<file path="src/rtl/rv_pkg.sv">
package rv_pkg;

    ////////////////////
    // Widths with a meaning
    typedef logic [31:0] word_t;      // Data, instruction or PC
    typedef logic [4:0]  reg_addr_t;  // x0 reads as zero

    localparam int IMEM_ADDR_W = 4;   // 16 instruction words
    localparam int DMEM_ADDR_W = 6;   // 64 data words

    typedef logic [IMEM_ADDR_W-1:0] imem_addr_t;
    typedef logic [DMEM_ADDR_W-1:0] dmem_addr_t;

    typedef enum logic [2:0] {
        ALU_ADD,
        ALU_SUB,
        ALU_AND,
        ALU_OR,
        ALU_XOR,
        ALU_SLT
    } alu_op_e;

    // Operand source in execute
    typedef enum logic [1:0] {
        FWD_NONE,
        FWD_MEM,
        FWD_WB
    } fwd_sel_e;

    ////////////////////
    // Opcodes of the supported subset
    localparam logic [6:0] OPC_RTYPE  = 7'b0110011;
    localparam logic [6:0] OPC_ITYPE  = 7'b0010011;
    localparam logic [6:0] OPC_LOAD   = 7'b0000011;
    localparam logic [6:0] OPC_STORE  = 7'b0100011;
    localparam logic [6:0] OPC_BRANCH = 7'b1100011;

    localparam logic [2:0] F3_ADD = 3'b000;
    localparam logic [2:0] F3_SLT = 3'b010;
    localparam logic [2:0] F3_XOR = 3'b100;
    localparam logic [2:0] F3_OR  = 3'b110;
    localparam logic [2:0] F3_AND = 3'b111;
    localparam logic [2:0] F3_BEQ = 3'b000;
    localparam logic [2:0] F3_BNE = 3'b001;
    localparam logic [6:0] F7_SUB = 7'b0100000;

    localparam word_t NOP_INSTR = 32'h0000_0013;  // ADDI x0, x0, 0

endpackage

</file>
<file path="src/rtl/hazard_unit.sv">
module hazard_unit (
    input  rv_pkg::reg_addr_t rs1_addr_i,
    input  rv_pkg::reg_addr_t rs2_addr_i,
    input  rv_pkg::reg_addr_t id_ex_rd_i,
    input  logic              id_ex_mem_read_i,
    input  rv_pkg::reg_addr_t id_ex_rs1_addr_i,
    input  rv_pkg::reg_addr_t id_ex_rs2_addr_i,
    input  rv_pkg::reg_addr_t ex_mem_rd_i,
    input  logic              ex_mem_reg_write_i,
    input  rv_pkg::reg_addr_t mem_wb_rd_i,
    input  logic              mem_wb_reg_write_i,
    input  logic              branch_taken_i,
    output logic              stall_o,
    output logic              flush_o,
    output rv_pkg::fwd_sel_e  fwd_a_o,
    output rv_pkg::fwd_sel_e  fwd_b_o
);
    import rv_pkg::*;

    // Younger result in MEM beats the older one in WB
    function automatic fwd_sel_e fwd_select(reg_addr_t src, reg_addr_t mem_rd, logic mem_we,
                                            reg_addr_t wb_rd, logic wb_we);
        if (mem_we && mem_rd != '0 && mem_rd == src) begin
            return FWD_MEM;
        end
        if (wb_we && wb_rd != '0 && wb_rd == src) begin
            return FWD_WB;
        end
        return FWD_NONE;
    endfunction

    ////////////////////
    // Load-use stall and branch flush
    assign stall_o = id_ex_mem_read_i && (id_ex_rd_i != '0) &&
                     ((id_ex_rd_i == rs1_addr_i) || (id_ex_rd_i == rs2_addr_i));
    assign flush_o = branch_taken_i;  // Fetch gives the branch priority over a stall

    ////////////////////
    // Operand forwarding into execute
    assign fwd_a_o = fwd_select(id_ex_rs1_addr_i, ex_mem_rd_i, ex_mem_reg_write_i,
                                mem_wb_rd_i, mem_wb_reg_write_i);
    assign fwd_b_o = fwd_select(id_ex_rs2_addr_i, ex_mem_rd_i, ex_mem_reg_write_i,
                                mem_wb_rd_i, mem_wb_reg_write_i);

endmodule

</file>
<file path="config.mk">
export PLATFORM = sky130hd
export DESIGN_NAME = hazard_unit
export DESIGN_NICKNAME = d
export VERILOG_FILES = /design/src/rtl/rv_pkg.sv /design/src/rtl/hazard_unit.sv
export SDC_FILE = /design/constraint.sdc
export NUM_CORES = 1
export LEC_CHECK = 0
export CAP_MARGIN = 5
export CORE_AREA = 2 2 39 41
export DETAILED_ROUTE_END_ITERATION = 10
export DIE_AREA = 0 0 41 43
export DONT_BUFFER_PORTS = 1
export PLACE_DENSITY = 0.4
export SETUP_SLACK_MARGIN = 0.05
export SLEW_MARGIN = 10
export SYNTH_ARGS = -nofsm -noshare
export SYNTH_HDL_FRONTEND = slang
export SYNTH_SLANG_ARGS = --single-unit
</file>
<file path="constraint.sdc">
create_clock -name vclk -period 1.4
set_input_delay 0 -clock vclk [all_inputs]
set_output_delay 0 -clock vclk [all_outputs]
set_load 0.01 [all_outputs]
</file>
Yosys cells after proc, flatten, opt, wreduce, memory -nomap -nowiden
Index checks and enable logic that the tools add are counted.

Add/sub/neg operators: 0. $mul: 0. Div/mod/pow operators: 0. $lt $le $gt $ge: 0. Eq/ne operators: 6. Shifts and indexed selects: 0. Mux-type cells: 14. Bitwise gates (word level): 0. Reduce and logical (&&, ||, !) cells: 12.

Operators with widths (number): 5-bit equality test (6); 2-bit 2-to-1 mux (8); 5-bit nonzero test (3); 1-bit logical AND (8); 1-bit 2-to-1 mux (6); 1-bit logical OR (1).

Bits in registers: 0. Latch bits: 0. RAM bits: 0. Bits in read-only memories: 0. Input port bits: 39. Output and inout port bits: 6. Word-level logic and storage cells: 32. Memories: 0.

Longest topological paths before layout
Gate-level depths: netlist of the first run.

Depth after elaboration: 7. Gate-level depth with buffers: 4. Depth with buffers taken out: 4.

Worst setup path after synthesis of the first run
Ideal clock, no wire load.

Path kind: input port to output port. From: input port ex_mem_rd_i[1]. To: output port fwd_a_o[1]. Arrival time: 1.144 ns. Required time: 1.400 ns. Slack: 0.256 ns. Stages: 4. Path buffers: 0. Cells stage by stage: or4_1 -> o21ai_2 -> nor4_1 -> nor4_2.

Cells in the longest elaborated chain, start to end: 5. Elaborated cells on any way between the ends: 6. Classes of those cells: 1 x eq/ne; 2 x mux; 3 x reduce/logical.

RTL lines: start, declared (line hazard_unit.sv:8) `input rv_pkg::reg_addr_t ex_mem_rd_i,`; 5-bit nonzero test (line hazard_unit.sv:23) `if (mem_we && mem_rd != '0 && mem_rd == src) begin`; 1-bit logical AND (line hazard_unit.sv:23); 1-bit logical AND (*) (line hazard_unit.sv:23); 1-bit 2-to-1 mux (*) (line hazard_unit.sv:23); 2-bit 2-to-1 mux (*) (line hazard_unit.sv:26) `if (wb_we && wb_rd != '0 && wb_rd == src) begin`; end, declared (line hazard_unit.sv:15) `output rv_pkg::fwd_sel_e fwd_a_o,`.

Every way passes the cells marked *; elsewhere a longest branch is shown, timed or not.

Final worst setup path of the first run
From: input port ex_mem_rd_i[1]. To: output port fwd_b_o[1].

Cells in the longest elaborated chain, start to end: 5. Elaborated cells on any way between the ends: 6. Classes of those cells: 1 x eq/ne; 2 x mux; 3 x reduce/logical.

RTL lines: 5-bit nonzero test (line hazard_unit.sv:23); 1-bit logical AND (line hazard_unit.sv:23); 1-bit logical AND (*) (line hazard_unit.sv:23); 1-bit 2-to-1 mux (*) (line hazard_unit.sv:23); 2-bit 2-to-1 mux (*) (line hazard_unit.sv:26); end, declared (line hazard_unit.sv:16) `output rv_pkg::fwd_sel_e fwd_b_o`.

Marks and branches as above.

==> impl_metrics.env, run 1 <==
export IMPL_grt_max_degree=4
export IMPL_utilization_pct=29.75
export IMPL_vias=358
export IMPL_p_total_mw=0.08654
export IMPL_fin_crit_ns=1.226
export IMPL_core_area_mm2=0.001384
export IMPL_max_cap_violations=0
export IMPL_drc_errors=0
export IMPL_synth_top_area_share_pct=43.89
export IMPL_grtUsageMet1_pct=12.03
export IMPL_synth_net_count=89
export IMPL_fin_crit_sh_pct=87.60
export IMPL_final_area_um2=411.6
export IMPL_ant_nets=0
export IMPL_max_vdd_ir_drop_uv=56.01
export IMPL_clkbuf_count=0
export IMPL_required_ns=1.40
export IMPL_hold_buffers=0
export IMPL_max_freq_mhz=815.4
export IMPL_antenna_cells=0
export IMPL_layout_area_seq_um2=0
export IMPL_finalSetupViolations=0
export IMPL_finalWorstSetupSlack_ns=0.1735
export IMPL_relSlewSlack_pct=45.56
export IMPL_dr_pass1_iters=2
export IMPL_antenna_found_initial=0
export IMPL_ctsResizeCount=0
export IMPL_p_int_mw=0.05327
export IMPL_yosys_warnings=0
export IMPL_stdcell_count=65
export IMPL_nets=90
export IMPL_die_width_um=41
export IMPL_rsz0062_at_grt="false"
export IMPL_nFlopsAndLatches=0
export IMPL_grt_ovfl_total=0
export IMPL_fin_setup_tns_ns=0
export IMPL_initial_utilization_pct=28.84
export IMPL_switching_share_pct=38.44
export IMPL_worstSetupEndpointType="output pin"
export IMPL_drive_above_1_share_pct=6.122
export IMPL_dieArea_mm2=0.001763
export IMPL_row_count=14
export IMPL_timing_worst_setup_path_type="primary input to output pin"
export IMPL_wl_per_cell_um=14.95
export IMPL_switching_power_mw=0.03327
export IMPL_startpoint_type="primary input"
export IMPL_grt_first_pass_wirelength_um=1414
export IMPL_yosys_area_top_type="xor2_1"
export IMPL_cp_arrival_ns=1.23
export IMPL_worstMarginPinSlew_ns=0.8091
export IMPL_seq_area_frac_synth_pct=0
export IMPL_grt_usage_pct=10.89
export IMPL_slew_violations=0
export IMPL_whs_path_depth=0
export IMPL_clkPwrFrac_pct=0
export IMPL_timing_hold_ws_ns=0.00008209
export IMPL_ios=45
export IMPL_avgSynthCellArea_um2=7.983
export IMPL_place_congestion=0.6640
export IMPL_outcome="completed"
export IMPL_ys_top_cells_by_area="xor2_1 (44%), xnor2_1 (22%), or4_1 (9.4%)"
export IMPL_area_growth_pct=3.135
export IMPL_use_met2_pct=19.69
export IMPL_p_leak_nw=0.1241
export IMPL_pwr_share_seq_pct=0
export IMPL_place_ws_ns=0.1554
export IMPL_whs_endpoint="flush_o"
export IMPL_ys_types=12
export IMPL_min_from="branch_taken_i"
export IMPL_via_per_inst=5.508
export IMPL_synthCells=50
export IMPL_drtIter0Drc=1
export IMPL_numPortBuffers=0
export IMPL_place_inst=65
export IMPL_hp_class="primary input to output pin"
export IMPL_power_density_mw_per_mm2=210.2
export IMPL_syn_area_um2=399.1
export IMPL_wirelength_um=972
export IMPL_hold_viol=0
export IMPL_combPwrFrac_pct=100.0
export IMPL_worstPathMaxFanout=3
export IMPL_grt_use_met3_pct=3.141
export IMPL_placed_area_um2=411.6
export IMPL_die_height_um=43
export IMPL_cts_setup_buffers=0
export IMPL_grt_pass1_vias=383
export IMPL_grt_busiest_layer="met2"
## final cells by class
cell class                 instances  area, um2
fill                             154      972.2
tap                               16      20.02
multi-input combinational         49      391.6
## placed cells by master, fill, tap and decap left out
master	instances
a21oi_1	1
nor4_2	2
o21ai_1	1
or4_1	5
nor3_1	2
xnor2_1	10
nand3_1	4
o21ai_0	1
xor2_1	20
nor4_1	2
o21ai_2	1
## Yosys cell counts, drive strengths merged
library cell and number:
buf 1, or4 5, nand3 4, nor4 4
o21ai 3, xor2 20, a21oi 1, nor3 2
xnor2 10
## cells by family (layout without fill, tap and decap cells)
group	Yosys count	after routing	share of synthesized area [%]
and+or+nand+nor	15	15	26.33
AOI/OAI and AO/OA	4	4	5.953
buffers and inverters	1	0	1.882
xor gates and xnor gates	30	30	65.83
## critical path: stages
cell and delay [ns]:
or4_1 0.53, o21ai_2 0.14, nor4_1 0.13, nor4_2 0.42
## routing by layer
layer / wire (um) / vias up
met5: 0 / -
met4: 0 / 0
met3: 138 / 0
met2: 532 / 28
met1: 301 / 155
li1: - / 175
## power groups by stage
stage / Combinational [mW] / Clock, mW / Sequential, mW
finish: 0.0865 / 0 / 0
floorplan: 0.0817 / 0 / 0
global placement: 0.0881 / 0 / 0
detailed placement: 0.0875 / 0 / 0
global route: 0.0991 / 0 / 0
CTS: 0.0880 / 0 / 0
## worst max-delay path by stage
stage | slack (ns) | start | cells after the start | to
floorplan | 0.26 | ex_mem_rd_i[1] | 4 | fwd_a_o[1]
global placement | 0.17 | ex_mem_rd_i[1] | 4 | fwd_b_o[1]
detailed placement | 0.16 | ex_mem_rd_i[1] | 4 | fwd_b_o[1]
CTS | 0.16 | ex_mem_rd_i[1] | 4 | fwd_b_o[1]
global route | 0.09 | ex_mem_rd_i[1] | 4 | fwd_b_o[1]
finish | 0.17 | ex_mem_rd_i[1] | 4 | fwd_b_o[1]
(Power assumes the default switching activity.)
==> run 2: changes to the inputs <==
==> constraint.sdc (replaced) <==
create_clock -name vclk -period 1.4
set_input_delay 0 -clock vclk [all_inputs]
set_output_delay 0 -clock vclk [all_outputs]
set_load 0.05 [all_outputs]
==> run 2 against run 1 <==
Routed wire length up 24%. Utilization up 8.8 points. Via count up 11%. Worst hold slack better by 0.00051 ns. Die area unchanged. Global-route usage up 3.7 points. Total power up 48%. Largest power group unchanged. Highest routed layer unchanged.
==> impl_metrics.env, run 2 (same netlist as run 1, synthesis figures left out) <==
export IMPL_outcome="completed"
export IMPL_whs_endpoint="flush_o"
export IMPL_grt_pass1_vias=466
export IMPL_place_congestion=0.7818
export IMPL_max_vdd_ir_drop_uv=77.98
export IMPL_via_per_inst=5.657
export IMPL_grt_ovfl_total=0
export IMPL_initial_utilization_pct=28.84
export IMPL_fin_crit_sh_pct=89.19
export IMPL_max_cap_violations=0
export IMPL_whs_path_depth=0
export IMPL_clkbuf_count=0
export IMPL_vias=396
export IMPL_p_leak_nw=0.1637
export IMPL_place_ws_ns=0.1398
export IMPL_p_total_mw=0.1278
export IMPL_cpPeakStageDelay_ns=0.57
export IMPL_ios=45
export IMPL_cp_common_cell="or4_1"
export IMPL_multi_input_comb_area_um2=450.4
export IMPL_crit_family="simple AND/OR/NAND/NOR gates"
export IMPL_die_width_um=41
export IMPL_layout_common_cells="xor2_1 (20), xnor2_1 (10), nand3_1 (4), or4_1 (4), nor4_4 (4)"
export IMPL_cp_slowest_cell="or4_1"
export IMPL_timing_worst_setup_path_type="primary input to output pin"
export IMPL_ant_nets=0
export IMPL_nets=95
export IMPL_hold_viol=0
export IMPL_power_density_mw_per_mm2=239.9
export IMPL_area_growth_pct=33.54
export IMPL_fin_crit_ns=1.249
export IMPL_startpoint_type="primary input"
export IMPL_dieArea_mm2=0.001763
export IMPL_hold_buffers=0
export IMPL_grt_usage_pct=14.59
export IMPL_cp_arrival_ns=1.25
export IMPL_max_freq_mhz=800.8
export IMPL_drive_above_1_share_pct=20.37
export IMPL_wirelength_um=1203
export IMPL_place_inst=70
export IMPL_crit_chain="or4_1 -> o21ai_1 -> or4_1 -> nor4_4 -> buf_12"
export IMPL_drc_errors=0
export IMPL_cts_setup_buffers=0
export IMPL_final_common_cell="xor2_1"
export IMPL_fillerInstances=146
export IMPL_finalWorstSetupSlack_ns=0.1513
export IMPL_worstMarginPinSlew_ns=0.2995
export IMPL_rsz0062_at_grt="false"
export IMPL_required_ns=1.40
export IMPL_core_area_mm2=0.001384
export IMPL_ctsResizeCount=0
export IMPL_die_height_um=43
export IMPL_dr_pass1_iters=2
export IMPL_layout_area_seq_um2=0
export IMPL_hp_class="primary input to output pin"
export IMPL_wl_per_cell_um=17.19
export IMPL_worstSetupEndpointType="output pin"
export IMPL_antenna_cells=0
export IMPL_drtIter0Drc=1
export IMPL_relSlewSlack_pct=79.88
export IMPL_antenna_found_initial=0
export IMPL_min_from="branch_taken_i"
export IMPL_slew_violations=0
export IMPL_grt_first_pass_wirelength_um=1897
export IMPL_stdcell_count=70
export IMPL_path_buf_inv=1
export IMPL_grt_max_degree=4
export IMPL_numPortBuffers=0
export IMPL_worstPathMaxFanout=3
export IMPL_nFlopsAndLatches=0
export IMPL_finalSetupViolations=0
export IMPL_row_count=14
[run 2: report_power, final]
| group | leakage (nW) | total (mW) | switching, mW | internal [mW] |
|---|---|---|---|---|
| combinational | 0.164 | 0.128 | 0.0624 | 0.0655 |
| sequential | 0 | 0 | 0 | 0 |
| clock | 0 | 0 | 0 | 0 |
[run 2: how the worst max path moves through the flow]
stage | end | cells after the start | slack [ns] | from
2_1_floorplan | fwd_a_o[1] | 4 | -0.03 | ex_mem_rd_i[1]
3_5_place_dp | fwd_a_o[1] | 5 | 0.14 | mem_wb_rd_i[2]
5_1_grt | fwd_a_o[1] | 5 | 0.08 | mem_wb_rd_i[2]
4_1_cts | fwd_a_o[1] | 5 | 0.14 | mem_wb_rd_i[2]
6_report | fwd_a_o[1] | 5 | 0.15 | mem_wb_rd_i[2]
3_3_place_gp | fwd_a_o[1] | 5 | 0.15 | mem_wb_rd_i[2]
[run 2: layout make-up]
cell class         instances  share of cell area (%)
repair buffers             5                   11.74
well taps                 16                   3.756
multi-input cells         49                   84.51
[run 2: through the flow]
stage,area (um2),utilization (%),hold WS (ns),TNS [ns]
2_1_floorplan,457.9,-,0.1583,-0.06186
4_1_cts,533.0,38.52,0.001036,0
6_report,533.0,38.52,0.0005874,0
5_1_grt,533.0,38.52,0.0005272,0
3_5_place_dp,533.0,38.52,0.001036,0
3_3_place_gp,533.0,38.52,0.001036,0
[run 2: routing by layer]
layer	GRT usage, %	wire, um
met1	15.51	337
met2	28.75	694
met3	2.094	171
met4	0.6667	0
met5	0	0
