`config.mk`:
```
export PLATFORM = sky130hd
export DESIGN_NAME = fetch_stage
export DESIGN_NICKNAME = d
export VERILOG_FILES = /design/src/rtl/rv_pkg.sv /design/src/rtl/fetch_stage.sv
export SDC_FILE = /design/constraint.sdc
export NUM_CORES = 1
export LEC_CHECK = 0
export BUFFER_PORTS_ARGS = -buffer_cell sky130_fd_sc_hd__clkbuf_2
export CAP_MARGIN = 5
export CORE_MARGIN = 3
export CORE_UTILIZATION = 40
export CTS_BUF_LIST = sky130_fd_sc_hd__clkbuf_16
export DETAILED_ROUTE_END_ITERATION = 10
export SLEW_MARGIN = 0
export SYNTH_ARGS = -nofsm -noshare
export SYNTH_HDL_FRONTEND = slang
export SYNTH_SLANG_ARGS = --single-unit
```
`constraint.sdc`:
```
create_clock -name clk -period 10.3 [get_ports clk]
set_input_delay 0.515 -clock clk [delete_from_list [all_inputs] [get_ports clk]]
set_output_delay 0.515 -clock clk [all_outputs]
set_load 0.02 [all_outputs]
```
`src/rtl/rv_pkg.sv`:
```
package rv_pkg;

    ////////////////////
    // Widths with a meaning
    typedef logic [31:0] word_t;      // Data, instruction or PC
    typedef logic [4:0]  reg_addr_t;  // x0 reads as zero

    localparam int IMEM_ADDR_W = 4;   // 16 instruction words
    localparam int DMEM_ADDR_W = 6;   // 64 data words

    typedef logic [IMEM_ADDR_W-1:0] imem_addr_t;
    typedef logic [DMEM_ADDR_W-1:0] dmem_addr_t;

    typedef enum logic [2:0] {
        ALU_ADD,
        ALU_SUB,
        ALU_AND,
        ALU_OR,
        ALU_XOR,
        ALU_SLT
    } alu_op_e;

    // Operand source in execute
    typedef enum logic [1:0] {
        FWD_NONE,
        FWD_MEM,
        FWD_WB
    } fwd_sel_e;

    ////////////////////
    // Opcodes of the supported subset
    localparam logic [6:0] OPC_RTYPE  = 7'b0110011;
    localparam logic [6:0] OPC_ITYPE  = 7'b0010011;
    localparam logic [6:0] OPC_LOAD   = 7'b0000011;
    localparam logic [6:0] OPC_STORE  = 7'b0100011;
    localparam logic [6:0] OPC_BRANCH = 7'b1100011;

    localparam logic [2:0] F3_ADD = 3'b000;
    localparam logic [2:0] F3_SLT = 3'b010;
    localparam logic [2:0] F3_XOR = 3'b100;
    localparam logic [2:0] F3_OR  = 3'b110;
    localparam logic [2:0] F3_AND = 3'b111;
    localparam logic [2:0] F3_BEQ = 3'b000;
    localparam logic [2:0] F3_BNE = 3'b001;
    localparam logic [6:0] F7_SUB = 7'b0100000;

    localparam word_t NOP_INSTR = 32'h0000_0013;  // ADDI x0, x0, 0

endpackage

```
`src/rtl/fetch_stage.sv`:
```
module fetch_stage (
    input  logic               clk,
    input  logic               rst,
    input  logic               imem_we_i,
    input  rv_pkg::imem_addr_t imem_addr_i,
    input  rv_pkg::word_t      imem_wdata_i,
    input  logic               stall_i,
    input  logic               flush_i,
    input  logic               branch_taken_i,
    input  rv_pkg::word_t      branch_target_i,
    output rv_pkg::word_t      if_id_instr_o,
    output rv_pkg::word_t      if_id_pc_o
);
    import rv_pkg::*;

    word_t pc;
    word_t imem [2**IMEM_ADDR_W];
    word_t instr;

    // Program load port, only open while the core is held in reset
    always_ff @(posedge clk) begin
        if (rst && imem_we_i) begin
            imem[imem_addr_i] <= imem_wdata_i;
        end
    end

    assign instr = imem[pc[IMEM_ADDR_W+1:2]];  // Word address, wraps

    always_ff @(posedge clk) begin
        if (rst) begin
            pc <= '0;
        end else if (branch_taken_i) begin
            pc <= branch_target_i;
        end else if (!stall_i) begin
            pc <= pc + 32'd4;
        end
    end

    ////////////////////
    // IF/ID register
    always_ff @(posedge clk) begin
        if (rst) begin
            if_id_instr_o <= NOP_INSTR;
            if_id_pc_o    <= '0;
        end else if (flush_i) begin
            if_id_instr_o <= NOP_INSTR;  // Squash the wrong-path fetch
        end else if (!stall_i) begin
            if_id_instr_o <= instr;
            if_id_pc_o    <= pc;
        end
    end

endmodule

```
; ---- Yosys cells after proc, flatten, opt, wreduce, memory -nomap -nowiden
; Memories as Yosys holds them, arrays and structs flattened. A register that Yosys moved wholly into a read port is not among the register bits.
; Cells that the tools add are included.
[totals]
ram_bits = 512
reg_bits = 64
n_memories = 1
wordCells = 15
inputBits = 74
out_inout_bits = 64
[memory_table]
columns = name, words, width, rd, rd_clocked_by_memory_dff, wr, line_no
row1 = imem, 16, 32, 1, 1, 1, fetch_stage.sv:17  ; word_t imem [2**IMEM_ADDR_W];
[op_classes]
n_reduce_logical = 4
bitwise = 2
n_mux = 4
eq_ne = 1
n_addsub = 1
[ops]
columns = cell, n
row1 = $mux W32, 2
row2 = $add A32 B3 Y32 const B, 1
row3 = $mux W1, 2
row4 = $ne A2 B1 Y1 const B, 1
row5 = $not A1 Y1, 2
row6 = $reduce_and A2 Y1, 1
row7 = $reduce_or A2 Y1, 1
row8 = $logic_and A1 B1 Y1, 1
row9 = $logic_not A1 Y1, 1

; ---- Longest topological paths before layout
; Gate-level depths: netlist of the first run.
[depth]
ltp_word = 3
mapped_depth = 8
depth_no_buf = 5

; ---- Least setup slack after synthesis of the first run
; OpenSTA, ideal clock, no wires.
[synth_path]
kind = input to register
from = input port rst
to = memory imem[8][0] (netlist bit) (enable)
setup_ns = 0.461
required_ns = 9.839
path_buffers = 2
path_slack_ns = 6.365
t_arrival_ns = 3.474
stages = 4
path_cell_list = clkbuf_1 clkbuf_1 nand4b_1 nor3_1
[synth_between]
elab_chain_cells = 3
[synth_rtl]
columns = item, line_no
row1 = "start, declared", fetch_stage.sv:3  ; input logic rst,
row2 = $logic_and A1 B1 Y1, fetch_stage.sv:22  ; if (rst && imem_we_i) begin
row3 = $mux W1, fetch_stage.sv:22
row4 = $mux W1 (implied by the code), fetch_stage.sv:23  ; imem[imem_addr_i] <= imem_wdata_i;
row5 = "end, declared", fetch_stage.sv:17
; Every way passes these cells.

==> impl_metrics.json, run 1 <==
{
  "place_congestion": 0.810,
  "die_area_mm2": 0.0616,
  "max-cap-violations": 0,
  "htreeDepth": 2,
  "path_common_cell": "buf_4",
  "status": "finished, final reports clean",
  "cts.path.max_buffers": 3,
  "p_leak_nw": 8.75,
  "clockRootBuffer": "clkbuf_16",
  "io_pins": 138,
  "final_core_utilization_pct": 46.9,
  "fp-row-count": 88,
  "dr_total_vias": 12925,
  "finalClockSkew_ns": 0.0491,
  "drv_slew": 0,
  "grt_first_pass_wirelength_mm": 82.3,
  "crit_fanout": 54,
  "async_flop_share_pct": 0,
  "synth.distinct_cells": 48,
  "crit_chain": "buf_4 -> buf_4 -> mux4_2 -> mux2_2 -> a221o_1",
  "max_stage_delay_ns": 0.94,
  "cts.clk_slew.worst_paths_ns": 0.06,
  "synth.net_count": 1428,
  "cp_top_family": "buffers and inverters",
  "drc": 0,
  "dp.cells": 2202,
  "grtUsageTotal_pct": 18.0,
  "layout_commonest_cell": "edfxtp_1",
  "setup.worst_path.start_class": "flip-flop",
  "r2r_setup_slack_ns": 6.62,
  "numCtsBuffers": 60,
  "fin_area_mm2": 0.0271,
  "cts_setup_buffers": 0,
  "avgSynthCellArea_um2": 17.3,
  "cts_hold_buf": 0,
  "reg2reg_from": "pc[2]",
  "peakVddDrop_mv": 0.145,
  "port_buffers": 137,
  "place_hpwl_mm": 30.9,
  "ys_seq_area_share_pct": 73.7,
  "wl_mm": 55.3,
  "synth_ff_type": "edfxtp_1",
  "worstSetupPathType": "reg -> reg",
  "final_nets": 1575,
  "grt_max_degree": 71,
  "period_needed_ns": 3.68,
  "hold_viol_final": 0,
  "ff2ff_path_depth": 5,
  "synthToLayoutAreaGrowth_pct": 15.5,
  "overflow": 0,
  "rsz0062_at_grt": "false",
  "critPathLaunch": "pc[2]",
  "hold_path.class": "in -> reg",
  "core-area_mm2": 0.0578,
  "cts_tree": "built",
  "synth-seq-cells": 608,
  "max_slew.worst_pin.slew_ns": 1.02,
  "worst_ep_arrival_time_ns": 4.21,
  "ant_nets": 0,
  "fin_tns_setup_ns": 0,
  "firstDrtPassIters": 5,
  "setup_viol": 0,
  "power_mw": 5.17,
  "required_ns": 10.83,
  "syn_inst": 1353,
  "crit_end": "if_id_instr_o[11]",
  "netlist_area_mm2": 0.0235,
  "post-route-period-util_pct": 35.8,
  "grt_pass1_vias": 12677,
  "synth_area_leaders": "edfxtp_1 (66%), dfxtp_1 (8.2%), mux2_2 (6.7%), mux4_2 (6.7%), o22ai_1 (1.6%)",
  "ctsResizeCount": 0,
  "holdPathStages": 3,
  "drive_gt1_share_pct": 31.3,
  "avgRoutedWirePerCell_um": 23.9,
  "finalNonFillerCells": 2318,
  "synth_warnings": 0,
  "clock-sinks": 608,
  "crit_cells": 5,
  "die_h_um": 248,
  "drtIter0Drc": 970,
  "initial_utilization_pct": 40.6,
  "regToRegEndpoint": "if_id_instr_o[11]",
  "layout_common_cells": "edfxtp_1 (512), mux2_2 (140), clkbuf_2 (137)",
  "place_area_mm2": 0.0251,
  "cp-end-kind": "flip-flop",
  "synth_top_area_share_pct": 65.6,
  "p_per_area_mw_per_mm2": 191,
  "synth-edff-count": 512,
  "crit_buf_inv": 2,
  "critical_path.slowest_cell": "dfxtp_4",
  "fmaxAchievable_mhz": 272,
  "slew_headroom_pct": 32.3,
  "worstSkewPairLatency_ns": 0.64,
  "die_width_um": 248,
  "synth_top_area_cell": "edfxtp_1",
  "antenna_found_initial": 1,
  "drt-vias-per-instance": 5.58
}
-- flip-flops by register name (all words and copies together) (netlist names) --
| signal | cells |
|---|---|
| if_id_instr_o | 32 |
| if_id_pc_o | 32 |
| pc | 32 |
| imem | 512 |
-- layout make-up --
class | count | area [µm²]
Timing Repair Buffer | 170 | 937
Inverter | 4 | 15.0
Tap cell | 765 | 957
Sequential cell | 608 | 17300
Clock buffer | 61 | 1530
Clock inverter | 53 | 417
Antenna cell | 1 | 2.50
Fill cell | 4971 | 30700
Multi-Input combinational cell | 656 | 5930
-- worst min path at each step --
stage / start / to / slack, ns
global placement: pc[0] / if_id_pc_o[0] / 0.44
detailed placement: pc[0] / if_id_pc_o[0] / 0.45
global route: branch_target_i[0] / pc[0] / 0.14
CTS: branch_target_i[0] / pc[0] / 0.10
finish: branch_target_i[0] / pc[0] / 0.14
floorplan: pc[0] / if_id_pc_o[0] / 0.43
-- worst reg2reg max path, delay by kind of cell, from the launching register on --
family / cells / cell delay, ns
buffers and inverters: 2 / 1.47
DFF: 1 / 0.94
muxes: 2 / 0.91
AOI/OAI and AO/OA: 1 / 0.29
-- synth_stat cells, types with 11 or more instances --
library cell / n
a311oi_1: 12
nand2_1: 88
clkbuf_1: 61
edfxtp_1: 512
o22ai_1: 61
mux4_2: 70
a211oi_1: 12
nor2_1: 45
a221o_1: 29
nor3_1: 39
buf_1: 13
or4_1: 11
mux2_2: 140
dfxtp_1: 96
a21oi_1: 38
-- through the flow --
stage          setup slack (ns)  hold WS, ns
4_1_cts                    6.54        0.102
5_1_grt                    6.37        0.143
2_1_floorplan              6.36        0.431
3_3_place_gp               6.55        0.440
3_5_place_dp               6.51        0.446
6_report                   6.62        0.137
-- where the power goes --
group	internal (mW)	switching [mW]	total [mW]	leakage, nW
combinational	0.127	0.170	0.297	2.36
sequential	2.71	0.0381	2.75	5.40
clock	1.20	0.921	2.12	0.994
total	4.04	1.13	5.17	8.75
-- per-layer routing --
metal	global-route usage (%)	part of all wire, %
met1	26.4	45
met3	2.83	6.4
met4	4.91	2.1
met5	0	0
met2	28.1	46
-- cells by family after synthesis --
group,Yosys count,synth area share [%]
DFF,608,73.7
and+or+nand+nor,245,5.04
muxes,224,14.1
AOI/OAI and AO/OA,174,5.13
buffers and inverters,89,1.49
xor gates and xnor gates,12,0.448
adders and majority gates,1,0.0533
Note: power is estimated with default switching activity, not from simulation.
==> run 2: changes to the inputs <==
--- a/config.mk
+++ b/config.mk
@@ -5,6 +5,7 @@
 export SDC_FILE = /design/constraint.sdc
 export NUM_CORES = 1
 export LEC_CHECK = 0
+export ABC_AREA = 1
 export BUFFER_PORTS_ARGS = -buffer_cell sky130_fd_sc_hd__clkbuf_2
 export CAP_MARGIN = 5
 export CORE_MARGIN = 3
==> constraint.sdc (replaced) <==
create_clock -name clk -period 3.02 [get_ports clk]
set_input_delay 0.151 -clock clk [delete_from_list [all_inputs] [get_ports clk]]
set_output_delay 0.151 -clock clk [all_outputs]
set_load 0.02 [all_outputs]
==> impl_metrics.json, run 2 <==
{
  "status": "finished, final reports clean",
  "port_buffers": 137,
  "combPwrFrac_pct": 7.8,
  "wl_mm": 67.2,
  "regMostFlops": "imem",
  "fin_tns_setup_ns": 0,
  "synth_top_area_cell": "edfxtp_1",
  "overflow": 0,
  "path_common_cell": "nand3_1",
  "clockRootBuffer": "clkbuf_16",
  "grt_first_pass_wirelength_mm": 103,
  "place_hpwl_mm": 36.9,
  "crit_chain": "buf_12 -> nand2_1 -> o211ai_1 -> nand3_1 -> nand3_1 -> nand3_1 -> nand2_1 -> inv_1",
  "drive_gt1_share_pct": 12.6,
  "numCtsBuffers": 66,
  "core-area_mm2": 0.0624,
  "cp-end-kind": "flip-flop",
  "synth-edff-count": 512,
  "synth.net_count": 2534,
  "antenna_found_initial": 1,
  "avgSynthCellArea_um2": 10.4,
  "io_pins": 138,
  "drtIter0Drc": 1557,
  "hold_path.class": "in -> reg",
  "dr_total_vias": 17995,
  "netlist_area_mm2": 0.0255,
  "die_width_um": 258,
  "post-route-period-util_pct": 68.5,
  "largest_register_ff_count": 512,
  "firstDrtPassIters": 5,
  "die_area_mm2": 0.0667,
  "fill_cells": 5739,
  "layout_common_cells": "nand2_1 (599), edfxtp_1 (512), nand3_1 (309)",
  "ctsResizeCount": 0,
  "synthTopCellsByCount": "nand2_1 (599), edfxtp_1 (512), nand3_1 (309), inv_1 (268), nor2_1 (229)",
  "crit_buf_inv": 2,
  "hold_viol_final": 0,
  "drt-vias-per-instance": 5.11,
  "period_needed_ns": 2.07,
  "grt_pass1_vias": 17361,
  "async_flop_share_pct": 0,
  "intPower_mw": 14.3,
  "cp_top_family": "simple AND/OR/NAND/NOR gates",
  "synth_most_common_cell": "nand2_1",
  "p_seq_share_pct": 49.9,
  "fp-row-count": 91,
  "synth_ff_type": "edfxtp_1",
  "avgRoutedWirePerCell_um": 19.1,
  "cts.path.max_buffers": 3,
  "finalClockSkew_ns": 0.0154,
  "synth-seq-cells": 608,
  "critical_path.slowest_cell": "buf_12",
  "worstSkewPairLatency_ns": 0.60,
  "drc": 0,
  "final_nets": 2708,
  "peakVddDrop_mv": 0.441,
  "rsz0062_at_grt": "false",
  "grt_max_degree": 174,
  "clock-sinks": 608,
  "synthToLayoutAreaGrowth_pct": 17.5,
  "crit_fanout": 173,
  "max_stage_delay_ns": 0.46,
  "drv_slew": 0,
  "cts.clk_slew.worst_paths_ns": 0.06,
  "synth_warnings": 0,
  "worst_ep_arrival_time_ns": 2.57,
  "fmaxAchievable_mhz": 483,
  "final_core_utilization_pct": 48.0,
  "syn_inst": 2459,
  "setup_viol": 0,
  "worstSetupPathType": "reg -> reg",
  "cts_tree": "built",
  "layout_commonest_cell": "nand2_1",
  "synth_top_area_share_pct": 60.4,
  "p_clk_share_pct": 42.2,
  "slew_headroom_pct": 28.8,
  "htreeDepth": 3,
  "p_switching_mw": 4.43,
  "max_slew.worst_pin.slew_ns": 1.07,
  "synth.distinct_cells": 27,
  "initial_utilization_pct": 40.8,
  "ys_seq_area_share_pct": 67.9,
  "ant_nets": 0,
  "synth_area_leaders": "edfxtp_1 (60%), nand2_1 (8.8%), dfxtp_1 (7.5%), nand3_1 (6.1%), inv_1 (4.0%)",
  "p_leak_nw": 11.7,
  "die_h_um": 258,
  "grtUsageTotal_pct": 19.9,
  "p_per_area_mw_per_mm2": 624,
  "setup.worst_path.start_class": "flip-flop",
  "place_congestion": 0.849,
  "required_ns": 3.52,
  "sw_frac_of_total_pct": 23.7,
  "max-cap-violations": 0
}
==> run 2: timing repair <==
action,in CTS,in global routing
hold buffers,58,0
hold endpoints to repair,383,0
setup buffers,0,0
==> run 2: area by class of cell <==
cell class,count,area (µm²),share of cell area [%]
timing repair buffer,242,1790,5.99
multi-input combinational,1443,6640,22.2
antenna,1,2.50,0.00836
clock buffer,68,1700,5.69
tap,837,1050,3.50
sequential,608,17300,57.8
inverter,272,1030,3.44
clock inverter,48,409,1.37
==> run 2: power by group through the flow <==
stage	clock network, mW	logic (mW)	registers, mW
after floorplan	0	0.824	9.54
after global placement	0	1.39	9.50
after detailed placement	0	1.40	9.51
after CTS	8.06	1.47	9.33
after global routing	8.36	1.63	9.34
final	7.89	1.46	9.33
==> run 2: cell families (layout without fill, tap and decap cells) <==
kind of cell	after synthesis	in the layout	synth area share [%]
buf+inv	408	630	6.50
flops	608	608	67.9
fa+ha+maj	1	1	0.0491
simple gates	1178	1178	19.3
compound gates	257	257	5.96
other cells	0	1	0
xor+xnor	7	7	0.241
==> run 2: stage by stage <==
step / setup slack, ns / cell area [µm²] / hold WS (ns) / instances / power, mW
after floorplan: 0.643 / 25500 / 0.250 / 2459 / 10.4
after global placement: 1.03 / 27200 / 0.397 / 3344 / 10.9
after detailed placement: 0.990 / 27200 / 0.387 / 3344 / 10.9
after CTS: 0.980 / 29900 / 0.00109 / 3518 / 18.9
after global routing: 0.860 / 29900 / 0.0235 / 3518 / 19.3
final: 0.950 / 29900 / 0.0323 / 3519 / 18.7
==> run 2: routing by layer <==
layer / wire [µm] / GRT usage, %
met5: 0 / 0
met4: 1990 / 6.67
met3: 4160 / 3.82
met2: 30800 / 31.5
met1: 30300 / 27.8
==> run 2: final timing paths <==
kind                                  startpoint          endpoint  slack [ns]  cells past startpoint
worst max-delay path                       pc[2]  if_id_instr_o[9]        0.95                      8
worst min-delay path            imem_wdata_i[13]       imem[7][13]        0.03                      1
worst max register to register             pc[2]  if_id_instr_o[9]        0.95                      8
worst min register to register             pc[0]     if_id_pc_o[0]        0.50                      2
